--- src/cpu_defines.svh ---
// core width and memory macros
`ifndef CPU_DEFINES_SVH
`define CPU_DEFINES_SVH

// data path and address width
`define XLEN 32

// register index width, 32 registers
`define REG_ADDR_W 5

// pc loaded by reset
`define RESET_PC 32'h0000_0000

// data memory depth in words
`define DMEM_WORDS 64

// address bit that selects the peripheral window
`define PER_SEL_BIT 30

`endif

--- src/isaPkg.sv ---
// instruction set encodings
`include "cpu_defines.svh"

package isaPkg;

    // primary opcodes of the kept instructions
    typedef enum logic [5:0] {
        OP_RTYPE = 6'h00,
        OP_J     = 6'h02,
        OP_BEQ   = 6'h04,
        OP_ADDI  = 6'h08,
        OP_LW    = 6'h23,
        OP_SW    = 6'h2b
    } opcode_e;

    // r-type function field
    typedef enum logic [5:0] {
        FN_ADD = 6'h20,
        FN_SUB = 6'h22,
        FN_AND = 6'h24,
        FN_OR  = 6'h25,
        FN_SLT = 6'h2a
    } funct_e;

    // alu operation, zero value is add
    typedef enum logic [2:0] {
        ALU_ADD,
        ALU_SUB,
        ALU_AND,
        ALU_OR,
        ALU_SLT
    } aluOp_e;

    typedef struct packed {
        opcode_e                opcode;
        logic [`REG_ADDR_W-1:0] rs;
        logic [`REG_ADDR_W-1:0] rt;
        logic [`REG_ADDR_W-1:0] rd;
        logic [4:0]             shamt;
        funct_e                 funct;
    } rType_s;

    // low 26 bits double as the jump index
    typedef struct packed {
        opcode_e                opcode;
        logic [`REG_ADDR_W-1:0] rs;
        logic [`REG_ADDR_W-1:0] rt;
        logic [15:0]            imm;
    } iType_s;

    // one fetched word, two views
    typedef union packed {
        rType_s r;
        iType_s i;
    } instrWord_u;

endpackage

--- src/pipePkg.sv ---
// pipeline register and bus types
`include "cpu_defines.svh"

package pipePkg;
    import isaPkg::*;

    typedef struct packed {
        logic [`XLEN-1:0] pcPlus4;
        instrWord_u       word;
    } ifId_s;

    typedef struct packed {
        aluOp_e aluOp;
        logic   useImm;
        logic   branch;
    } exCtrl_s;

    typedef struct packed {
        logic memRead;
        logic memWrite;
    } memCtrl_s;

    typedef struct packed {
        logic regWrite;
        logic memToReg;
    } wbCtrl_s;

    // all-zero control is a bubble
    typedef struct packed {
        exCtrl_s                ex;
        memCtrl_s               mem;
        wbCtrl_s                wb;
        logic [`REG_ADDR_W-1:0] rs;
        logic [`REG_ADDR_W-1:0] rt;
        logic [`REG_ADDR_W-1:0] dest;
        logic [`XLEN-1:0]       opA;
        logic [`XLEN-1:0]       opB;
        logic [`XLEN-1:0]       imm;
        logic [`XLEN-1:0]       branchTarget;
    } idEx_s;

    typedef struct packed {
        memCtrl_s               mem;
        wbCtrl_s                wb;
        logic [`XLEN-1:0]       aluResult;
        logic [`XLEN-1:0]       storeData;
        logic [`REG_ADDR_W-1:0] dest;
    } exMem_s;

    typedef struct packed {
        wbCtrl_s                wb;
        logic [`XLEN-1:0]       aluResult;
        logic [`XLEN-1:0]       loadData;
        logic [`REG_ADDR_W-1:0] dest;
    } memWb_s;

    // register write port, also used for forwarding
    typedef struct packed {
        logic                   en;
        logic [`REG_ADDR_W-1:0] idx;
        logic [`XLEN-1:0]       data;
    } regWrite_s;

    typedef struct packed {
        logic             take;
        logic [`XLEN-1:0] target;
    } redirect_s;

    typedef enum logic [1:0] {
        FWD_REG   = 2'b00,
        FWD_MEMWB = 2'b01,
        FWD_EXMEM = 2'b10
    } fwdSel_e;

    typedef struct packed {
        logic             wr;
        logic             rd;
        logic [`XLEN-1:0] addr;
        logic [`XLEN-1:0] wdata;
    } perBus_s;

endpackage

--- src/decodeStage.sv ---
// decode stage and register file
`timescale 1ns/1ns
`include "cpu_defines.svh"

module decodeStage
    import pipePkg::*, isaPkg::*;
(
    input  logic      clk,
    input  logic      reset,
    input  ifId_s     ifId,
    input  logic      stall,
    input  logic      branchTaken,
    input  regWrite_s regWrite,
    output idEx_s     idEx,
    output redirect_s jumpRedirect
);

    instrWord_u       word;
    logic [`XLEN-1:0] regs [32];
    logic [`XLEN-1:0] imm;
    logic             destIsRd;
    logic             isJump;
    idEx_s            idExNext;

    assign word = ifId.word;
    assign imm  = {{(`XLEN-16){word.i.imm[15]}}, word.i.imm};

    // control decode, unknown codes give a bubble
    always_comb begin
        idExNext = '0;
        destIsRd = 1'b0;
        isJump   = 1'b0;
        case (word.r.opcode)
            OP_RTYPE: begin
                destIsRd             = 1'b1;
                idExNext.wb.regWrite = 1'b1;
                case (word.r.funct)
                    FN_ADD:  idExNext.ex.aluOp = ALU_ADD;
                    FN_SUB:  idExNext.ex.aluOp = ALU_SUB;
                    FN_AND:  idExNext.ex.aluOp = ALU_AND;
                    FN_OR:   idExNext.ex.aluOp = ALU_OR;
                    FN_SLT:  idExNext.ex.aluOp = ALU_SLT;
                    default: idExNext.wb.regWrite = 1'b0;
                endcase
            end
            OP_ADDI: begin
                idExNext.ex.useImm   = 1'b1;
                idExNext.wb.regWrite = 1'b1;
            end
            OP_LW: begin
                idExNext.ex.useImm   = 1'b1;
                idExNext.mem.memRead = 1'b1;
                idExNext.wb.regWrite = 1'b1;
                idExNext.wb.memToReg = 1'b1;
            end
            OP_SW: begin
                idExNext.ex.useImm    = 1'b1;
                idExNext.mem.memWrite = 1'b1;
            end
            OP_BEQ: begin
                idExNext.ex.aluOp  = ALU_SUB;
                idExNext.ex.branch = 1'b1;
            end
            OP_J:    isJump = 1'b1;
            default: ;
        endcase
        idExNext.rs   = word.i.rs;
        idExNext.rt   = word.i.rt;
        idExNext.dest = destIsRd ? word.r.rd : word.i.rt;
        // r0 reads zero, same-cycle writeback bypasses the array
        if (word.i.rs == '0) begin
            idExNext.opA = '0;
        end else if (regWrite.en && regWrite.idx == word.i.rs) begin
            idExNext.opA = regWrite.data;
        end else begin
            idExNext.opA = regs[word.i.rs];
        end
        if (word.i.rt == '0) begin
            idExNext.opB = '0;
        end else if (regWrite.en && regWrite.idx == word.i.rt) begin
            idExNext.opB = regWrite.data;
        end else begin
            idExNext.opB = regs[word.i.rt];
        end
        idExNext.imm          = imm;
        idExNext.branchTarget = ifId.pcPlus4 + {imm[`XLEN-3:0], 2'b00};
    end

    always_ff @(posedge clk) begin
        if (regWrite.en) begin
            regs[regWrite.idx] <= regWrite.data;
        end
    end

    // jump target keeps the upper pc+4 nibble
    assign jumpRedirect.take   = isJump;
    assign jumpRedirect.target = {ifId.pcPlus4[`XLEN-1:28], word.i.rs, word.i.rt,
                                  word.i.imm, 2'b00};

    always_ff @(posedge clk or negedge reset) begin
        if (!reset) begin
            idEx <= '0;
        end else if (stall || branchTaken) begin
            idEx <= '0;
        end else begin
            idEx <= idExNext;
        end
    end

endmodule

--- src/executeStage.sv ---
// execute stage with alu and branch compare
`timescale 1ns/1ns
`include "cpu_defines.svh"

module executeStage
    import pipePkg::*, isaPkg::*;
(
    input  logic      clk,
    input  logic      reset,
    input  idEx_s     idEx,
    input  fwdSel_e   forwardA,
    input  fwdSel_e   forwardB,
    input  regWrite_s exMemFwd,
    input  regWrite_s memWbFwd,
    output exMem_s    exMem,
    output redirect_s branchRedirect
);

    logic [`XLEN-1:0] srcA;
    logic [`XLEN-1:0] srcB;
    logic [`XLEN-1:0] aluB;
    logic [`XLEN-1:0] aluResult;

    // operand muxes
    always_comb begin
        case (forwardA)
            FWD_EXMEM: srcA = exMemFwd.data;
            FWD_MEMWB: srcA = memWbFwd.data;
            default:   srcA = idEx.opA;
        endcase
        case (forwardB)
            FWD_EXMEM: srcB = exMemFwd.data;
            FWD_MEMWB: srcB = memWbFwd.data;
            default:   srcB = idEx.opB;
        endcase
    end

    assign aluB = idEx.ex.useImm ? idEx.imm : srcB;

    always_comb begin
        case (idEx.ex.aluOp)
            ALU_SUB: aluResult = srcA - aluB;
            ALU_AND: aluResult = srcA & aluB;
            ALU_OR:  aluResult = srcA | aluB;
            // signed compare, 1 or 0
            ALU_SLT: aluResult = {{(`XLEN-1){1'b0}}, $signed(srcA) < $signed(aluB)};
            default: aluResult = srcA + aluB;
        endcase
    end

    // beq taken on equal forwarded operands
    assign branchRedirect.take   = idEx.ex.branch && (srcA == srcB);
    assign branchRedirect.target = idEx.branchTarget;

    always_ff @(posedge clk or negedge reset) begin
        if (!reset) begin
            exMem <= '0;
        end else begin
            exMem.mem       <= idEx.mem;
            exMem.wb        <= idEx.wb;
            exMem.aluResult <= aluResult;
            // store data takes the forwarded rt value
            exMem.storeData <= srcB;
            exMem.dest      <= idEx.dest;
        end
    end

endmodule

--- src/fetchStage.sv ---
// instruction fetch stage
`timescale 1ns/1ns
`include "cpu_defines.svh"

module fetchStage
    import pipePkg::*, isaPkg::*;
(
    input  logic             clk,
    input  logic             reset,
    input  logic             stall,
    input  redirect_s        branchRedirect,
    input  redirect_s        jumpRedirect,
    input  instrWord_u       instr,
    output logic [`XLEN-1:0] pc,
    output ifId_s            ifId
);

    logic [`XLEN-1:0] pcPlus4;

    assign pcPlus4 = pc + `XLEN'd4;

    // branch beats jump beats stall
    always_ff @(posedge clk or negedge reset) begin
        if (!reset) begin
            pc <= `RESET_PC;
        end else if (branchRedirect.take) begin
            pc <= branchRedirect.target;
        end else if (jumpRedirect.take) begin
            pc <= jumpRedirect.target;
        end else if (!stall) begin
            pc <= pcPlus4;
        end
    end

    // zero word decodes as a nop
    always_ff @(posedge clk or negedge reset) begin
        if (!reset) begin
            ifId <= '0;
        end else if (branchRedirect.take || jumpRedirect.take) begin
            ifId <= '0;
        end else if (!stall) begin
            ifId.pcPlus4 <= pcPlus4;
            ifId.word    <= instr;
        end
    end

endmodule

--- src/hazardUnit.sv ---
// load-use and forwarding control
`timescale 1ns/1ns
`include "cpu_defines.svh"

module hazardUnit
    import pipePkg::*, isaPkg::*;
(
    input  instrWord_u ifIdWord,
    input  idEx_s      idEx,
    input  regWrite_s  exMemFwd,
    input  regWrite_s  memWbFwd,
    output logic       stall,
    output fwdSel_e    forwardA,
    output fwdSel_e    forwardB
);

    // youngest producer wins, r0 never forwarded
    function automatic fwdSel_e pickFwd(input logic [`REG_ADDR_W-1:0] src,
                                        input regWrite_s exMemSrc,
                                        input regWrite_s memWbSrc);
        if (exMemSrc.en && exMemSrc.idx != '0 && exMemSrc.idx == src) begin
            return FWD_EXMEM;
        end else if (memWbSrc.en && memWbSrc.idx != '0 && memWbSrc.idx == src) begin
            return FWD_MEMWB;
        end
        return FWD_REG;
    endfunction

    // load in execute feeding the word in decode
    assign stall = idEx.mem.memRead && idEx.dest != '0 &&
                   (idEx.dest == ifIdWord.i.rs || idEx.dest == ifIdWord.i.rt);

    assign forwardA = pickFwd(idEx.rs, exMemFwd, memWbFwd);
    assign forwardB = pickFwd(idEx.rt, exMemFwd, memWbFwd);

endmodule

--- src/memoryStage.sv ---
// memory access and writeback select
`timescale 1ns/1ns
`include "cpu_defines.svh"

module memoryStage
    import pipePkg::*;
(
    input  logic             clk,
    input  logic             reset,
    input  exMem_s           exMem,
    input  logic [`XLEN-1:0] perRdData,
    output perBus_s          perBus,
    output regWrite_s        exMemFwd,
    output regWrite_s        regWrite
);

    localparam int IDX_W = $clog2(`DMEM_WORDS);

    logic [`XLEN-1:0] dmem [`DMEM_WORDS];
    logic             isPer;
    logic [IDX_W-1:0] wordIdx;
    logic [`XLEN-1:0] loadData;
    memWb_s           memWb;

    // bit 30 picks the peripheral window
    assign isPer   = exMem.aluResult[`PER_SEL_BIT];
    assign wordIdx = exMem.aluResult[IDX_W+1:2];

    always_ff @(posedge clk) begin
        if (exMem.mem.memWrite && !isPer) begin
            dmem[wordIdx] <= exMem.storeData;
        end
    end

    assign loadData = isPer ? perRdData : dmem[wordIdx];

    // plain strobes, valid in this cycle only
    assign perBus.wr    = exMem.mem.memWrite && isPer;
    assign perBus.rd    = exMem.mem.memRead && isPer;
    assign perBus.addr  = exMem.aluResult;
    assign perBus.wdata = exMem.storeData;

    assign exMemFwd.en   = exMem.wb.regWrite;
    assign exMemFwd.idx  = exMem.dest;
    assign exMemFwd.data = exMem.aluResult;

    always_ff @(posedge clk or negedge reset) begin
        if (!reset) begin
            memWb <= '0;
        end else begin
            memWb.wb        <= exMem.wb;
            memWb.aluResult <= exMem.aluResult;
            memWb.loadData  <= loadData;
            memWb.dest      <= exMem.dest;
        end
    end

    // writeback port back to decode
    assign regWrite.en   = memWb.wb.regWrite;
    assign regWrite.idx  = memWb.dest;
    assign regWrite.data = memWb.wb.memToReg ? memWb.loadData : memWb.aluResult;

endmodule

--- src/pipelineCpu.sv ---
// five-stage pipelined core
`timescale 1ns/1ns
`include "cpu_defines.svh"

module pipelineCpu
    import pipePkg::*, isaPkg::*;
(
    input  logic             clk,
    input  logic             reset,
    input  instrWord_u       instr,
    input  logic [`XLEN-1:0] perRdData,
    output logic [`XLEN-1:0] pc,
    output perBus_s          perBus
);

    ifId_s     ifId;
    idEx_s     idEx;
    exMem_s    exMem;
    regWrite_s regWrite;
    regWrite_s exMemFwd;
    redirect_s branchRedirect;
    redirect_s jumpRedirect;
    logic      stall;
    fwdSel_e   forwardA;
    fwdSel_e   forwardB;

    fetchStage fetchStage_inst (
        .clk            (clk),
        .reset          (reset),
        .stall          (stall),
        .branchRedirect (branchRedirect),
        .jumpRedirect   (jumpRedirect),
        .instr          (instr),
        .pc             (pc),
        .ifId           (ifId)
    );

    decodeStage decodeStage_inst (
        .clk          (clk),
        .reset        (reset),
        .ifId         (ifId),
        .stall        (stall),
        .branchTaken  (branchRedirect.take),
        .regWrite     (regWrite),
        .idEx         (idEx),
        .jumpRedirect (jumpRedirect)
    );

    // writeback port doubles as the mem/wb forward
    hazardUnit hazardUnit_inst (
        .ifIdWord (ifId.word),
        .idEx     (idEx),
        .exMemFwd (exMemFwd),
        .memWbFwd (regWrite),
        .stall    (stall),
        .forwardA (forwardA),
        .forwardB (forwardB)
    );

    executeStage executeStage_inst (
        .clk            (clk),
        .reset          (reset),
        .idEx           (idEx),
        .forwardA       (forwardA),
        .forwardB       (forwardB),
        .exMemFwd       (exMemFwd),
        .memWbFwd       (regWrite),
        .exMem          (exMem),
        .branchRedirect (branchRedirect)
    );

    memoryStage memoryStage_inst (
        .clk       (clk),
        .reset     (reset),
        .exMem     (exMem),
        .perRdData (perRdData),
        .perBus    (perBus),
        .exMemFwd  (exMemFwd),
        .regWrite  (regWrite)
    );

endmodule

--- config.mk ---
export PLATFORM = sky130hd
export DESIGN_NAME = pipelineCpu
export DESIGN_NICKNAME = d
export VERILOG_FILES = /design/src/isaPkg.sv /design/src/pipePkg.sv /design/src/decodeStage.sv /design/src/executeStage.sv /design/src/fetchStage.sv /design/src/hazardUnit.sv /design/src/memoryStage.sv /design/src/pipelineCpu.sv
export VERILOG_INCLUDE_DIRS = /design/src
export SDC_FILE = /design/constraint.sdc
export NUM_CORES = 2
export LEC_CHECK = 0
export BUFFER_PORTS_ARGS = -buffer_cell sky130_fd_sc_hd__buf_4
export CORE_UTILIZATION = 35
export DETAILED_ROUTE_END_ITERATION = 6
export PLACE_DENSITY_LB_ADDON = 0.12
export SKIP_LAST_GASP = 1
export SYNTH_ARGS = -nofsm -noshare
export SYNTH_HDL_FRONTEND = slang
export SYNTH_SLANG_ARGS = --single-unit
--- constraint.sdc ---
create_clock -name clk -period 17.4 [get_ports clk]
set_input_delay 0 -clock clk [delete_from_list [all_inputs] [get_ports clk]]
set_output_delay 0 -clock clk [all_outputs]
set_load 0.02 [all_outputs]
==> summary.txt <==
Outcome
  • Status: finished, final reports clean

Timing
  • Slew Limit Fails: 0
  • Final setup TNS: 0 ns
  • Tcrit/Tclk final: 38.3%
  • Final setup skew: 0.0952 ns
  • Min cycle time layout: 6.66 ns
  • Max Clock Freq: 150 MHz
  • Fin. Hold Viols: 0
  • Slew @ Worst Pin: 1.38 ns
  • Max-Slew Margin vs Limit: 7.06%
  • Unrepaired setup endpoints after global routing: no
  • # setup viols final: 0

Yosys
  • Fraction of the yosys area taken by sequential cells: 70.6%
  • Syn nets: 8766
  • Ys async rst share: 10.9%
  • Avg Inst Size Synth: 16.8 um2
  • Synth top area share: 64.1%
  • Yosys synthesis warning count: 0
  • #FFs+latches synth: 3446
  • Most used DFF post-synth: edfxtp_1
  • Post-synthesis cell type count: 87
  • Synth top area cells: edfxtp_1 (64%), mux4_2 (10%), dfrtp_1 (6.5%), a22oi_1 (3.7%), a21oi_1 (1.3%)
  • Post-Synthesis Cells: 8571
  • Synth area leader: edfxtp_1
  • Post-synth EDFFs: 3072
  • Netlist area before placement: 144000 um2

Final layout
  • Fin nets: 9053
  • Layout area overhead: 15.0%
  • Non-filler cells, final: 14600
  • Layout cells sized above 1: 20.6%

Clocking
  • Htree depth: 5
  • Root Buffer: clkbuf_16
  • Clock sink total: 3446
  • CTS tree: yes
  • Resized cells post-CTS: 0
  • Cts bufs inserted: 379
  • Worst-path clk slew: 0.06 ns
  • Clock Tree Buf Depth: 4
  • Clk_lat worst skew: 0.97 ns

Floorplanning
  • Initial Utilization: 35.2%
  • Total core area: 410000 um2
  • Total die area: 414000 um2
  • Die Wd: 643 um
  • Io pins: 164
  • Cell Rows: 235
  • Die Span Y: 643 um

Critical path
  • Startpoint types: flip-flop
  • WP data required: 18.22 ns
  • Worst path slowest cell: dfrtp_1
  • WP data arrival: 7.47 ns
  • Setup CP Type: reg2reg
  • Critical Path End Type: flip-flop
  • Critical path's most frequent cell: nand2_1
  • Critical path peak fanout: 32
  • CP Cell Sequence: or3_4, o31ai_4, nor4_4, buf_4, mux2i_1, o21ai_1, mux2_2, ha_1, nor3_1, nand2_1, or4_1, o22ai_1, nand2_1, a211oi_1, o21ai_0, a211o_1, a311o_1, o22a_1
  • CP max stage delay: 0.62 ns

Pwr
  • Leak pwr: 53.5 nW
  • Peak supply drop: 0.0864 mV
  • PwrDens: 140 nW/um2

Drt
  • DRT iter0 DRCs: 9026
  • DRC viols: 0
  • Remaining antenna violation count: 0
  • Via count: 85700
  • Drt via density: 5.86
  • TritonRoute pass-1 iters: 6
  • Routed length per instance: 34.7 um
  • Total Wirelength: 507000 um

Global routing
  • Grt total ovfl: 0
  • Gr usage total: 24.0%
  • Largest net degree at the start of global routing: 104
  • Initial antenna violation count: 23
  • Vias in the first global route: 86300
  • First-pass GRT wire length: 705000 um

Run
  • Max Cap Viol: 0

Worst hold path
  • Worst hold-check path type: in2reg

Placed design
  • PortBufs: 163
  • HPWL Detailed: 290000 um
  • Placed Instances: 13800
  • Gpl congestion: 0.864
[kinds of logic (layout without fill, tap and decap cells)]
logic type	count (synthesis)	after routing	synth area share, %
fa+ha+maj	129	129	1.14
flops	3446	3446	70.6
xor+xnor	161	161	0.979
mux	804	804	11.3
other cells	0	14	0
simple gates	1231	1231	3.92
compound gates	1990	1990	9.79
buf+inv	810	1404	2.36
[Yosys cell counts (all sizes together) (30+ instances only)]
cell and n:
o21ai 142, a31oi 127, edfxtp 3072, nor4 39
mux2 90, nand3 30, ha 126, a21oi 373
a22oi 713, a211oi 39, nand2 369, a21o 34
nor2 458, a22o 164, clkbuf 418, buf 243
xor2 85, and3 40, xnor2 76, nor3 32
mux4 640, inv 147, a221oi 206, mux2i 74
nand4 173, o211ai 33, dfrtp 374
[per-stage QoR]
stage	power, mW	setup slack, ns	instance area [um2]	util, %	hold slack, ns
finish	23.3	10.74	166000	40.4	0.0978
detailed placement	15.6	10.79	153000	37.2	0.0391
global placement	15.5	10.82	153000	37.2	0.0355
floorplan	12.9	11.95	144000	-	-0.296
CTS	23.4	10.75	166000	40.4	0.0185
global route	24.0	10.47	166000	40.4	0.0890
[cell type report]
type / count / area, um2
timing repair buffer: 567 / 4790
clock inverter: 204 / 1760
tap: 5451 / 6820
inverter: 149 / 569
clock buffer: 484 / 10100
sequential: 3446 / 102000
fill: 36800 / 244000
antenna: 14 / 35.0
multi-input combinational: 4315 / 39800
[critical path, delay by kind of cell, from the launching register on]
| kind | cells | cell delay [ns] |
|---|---|---|
| adders and majority gates | 1 | 0.43 |
| buffers and inverters | 1 | 0.56 |
| AOI/OAI and AO/OA | 8 | 2.46 |
| muxes | 2 | 0.60 |
| DFF | 1 | 0.62 |
| and+or+nand+nor | 6 | 1.80 |
[routing by layer]
| metal | vias up | wire length, um | GRT usage, % |
|---|---|---|---|
| met5 | - | 55 | 0 |
| met2 | 3101 | 248000 | 40.3 |
| met3 | 721 | 28700 | 3.05 |
| met4 | 8 | 18600 | 8.11 |
| li1 | 35600 | - | - |
| met1 | 46300 | 212000 | 32.2 |
[layout by cell type, fill, tap and decap left out, drive strengths merged, types with 39 or more instances in the layout]
cell,n
xor2,85
clkbuf,484
a22oi,713
a21oi,373
mux4,640
nor2,458
a22o,164
a31oi,127
mux2i,74
buf,455
nor4,39
mux2,90
a211oi,39
dlygate4sd3,112
edfxtp,3072
and3,40
ha,126
xnor2,76
o21ai,142
nand4,173
clkinv,158
a221oi,206
inv,159
dfrtp,374
nand2,369
[report_power, final]
| group | switching [mW] | internal, mW |
|---|---|---|
| Clock | 3.34 | 4.50 |
| Sequential | 0.434 | 9.74 |
| Combinational | 3.71 | 1.54 |
[repair_timing]
action,CTS,global route
hold endpoints to repair,236,0
setup buffers,0,0
hold buffers,113,0
[path summary, 6_finish.rpt]
kind	startpoint	to	slack, ns	cells past startpoint
min reg2reg	decodeStage_inst.idEx[145]$_DFF_PN0_	executeStage_inst.exMem[71]$_DFF_PN0_	0.35	0
min	perRdData[12]	memoryStage_inst.memWb[17]$_DFF_PN0_	0.1	4
max in group asynchronous	reset	executeStage_inst.exMem[42]$_DFF_PN0_	15.22	5
max reg2reg	memoryStage_inst.regWrite[34]$_DFF_PN0_	executeStage_inst.exMem[66]$_DFF_PN0_	10.74	18
min in group asynchronous	reset	fetchStage_inst.ifId[8]$_DFFE_PN0N_	0.23	4
max	memoryStage_inst.regWrite[34]$_DFF_PN0_	executeStage_inst.exMem[66]$_DFF_PN0_	10.74	18
[sequential cells by signal (all words and copies together), names as in the netlist]
register and count:
memoryStage_inst.dmem 2048, decodeStage_inst.idEx 135, decodeStage_inst.regs 1024, executeStage_inst.exMem 72
fetchStage_inst.ifId 64, memoryStage_inst.regWrite 6, memoryStage_inst.memWb 65, fetchStage_inst.pc 32
Power figures use the tool's default switching activity.
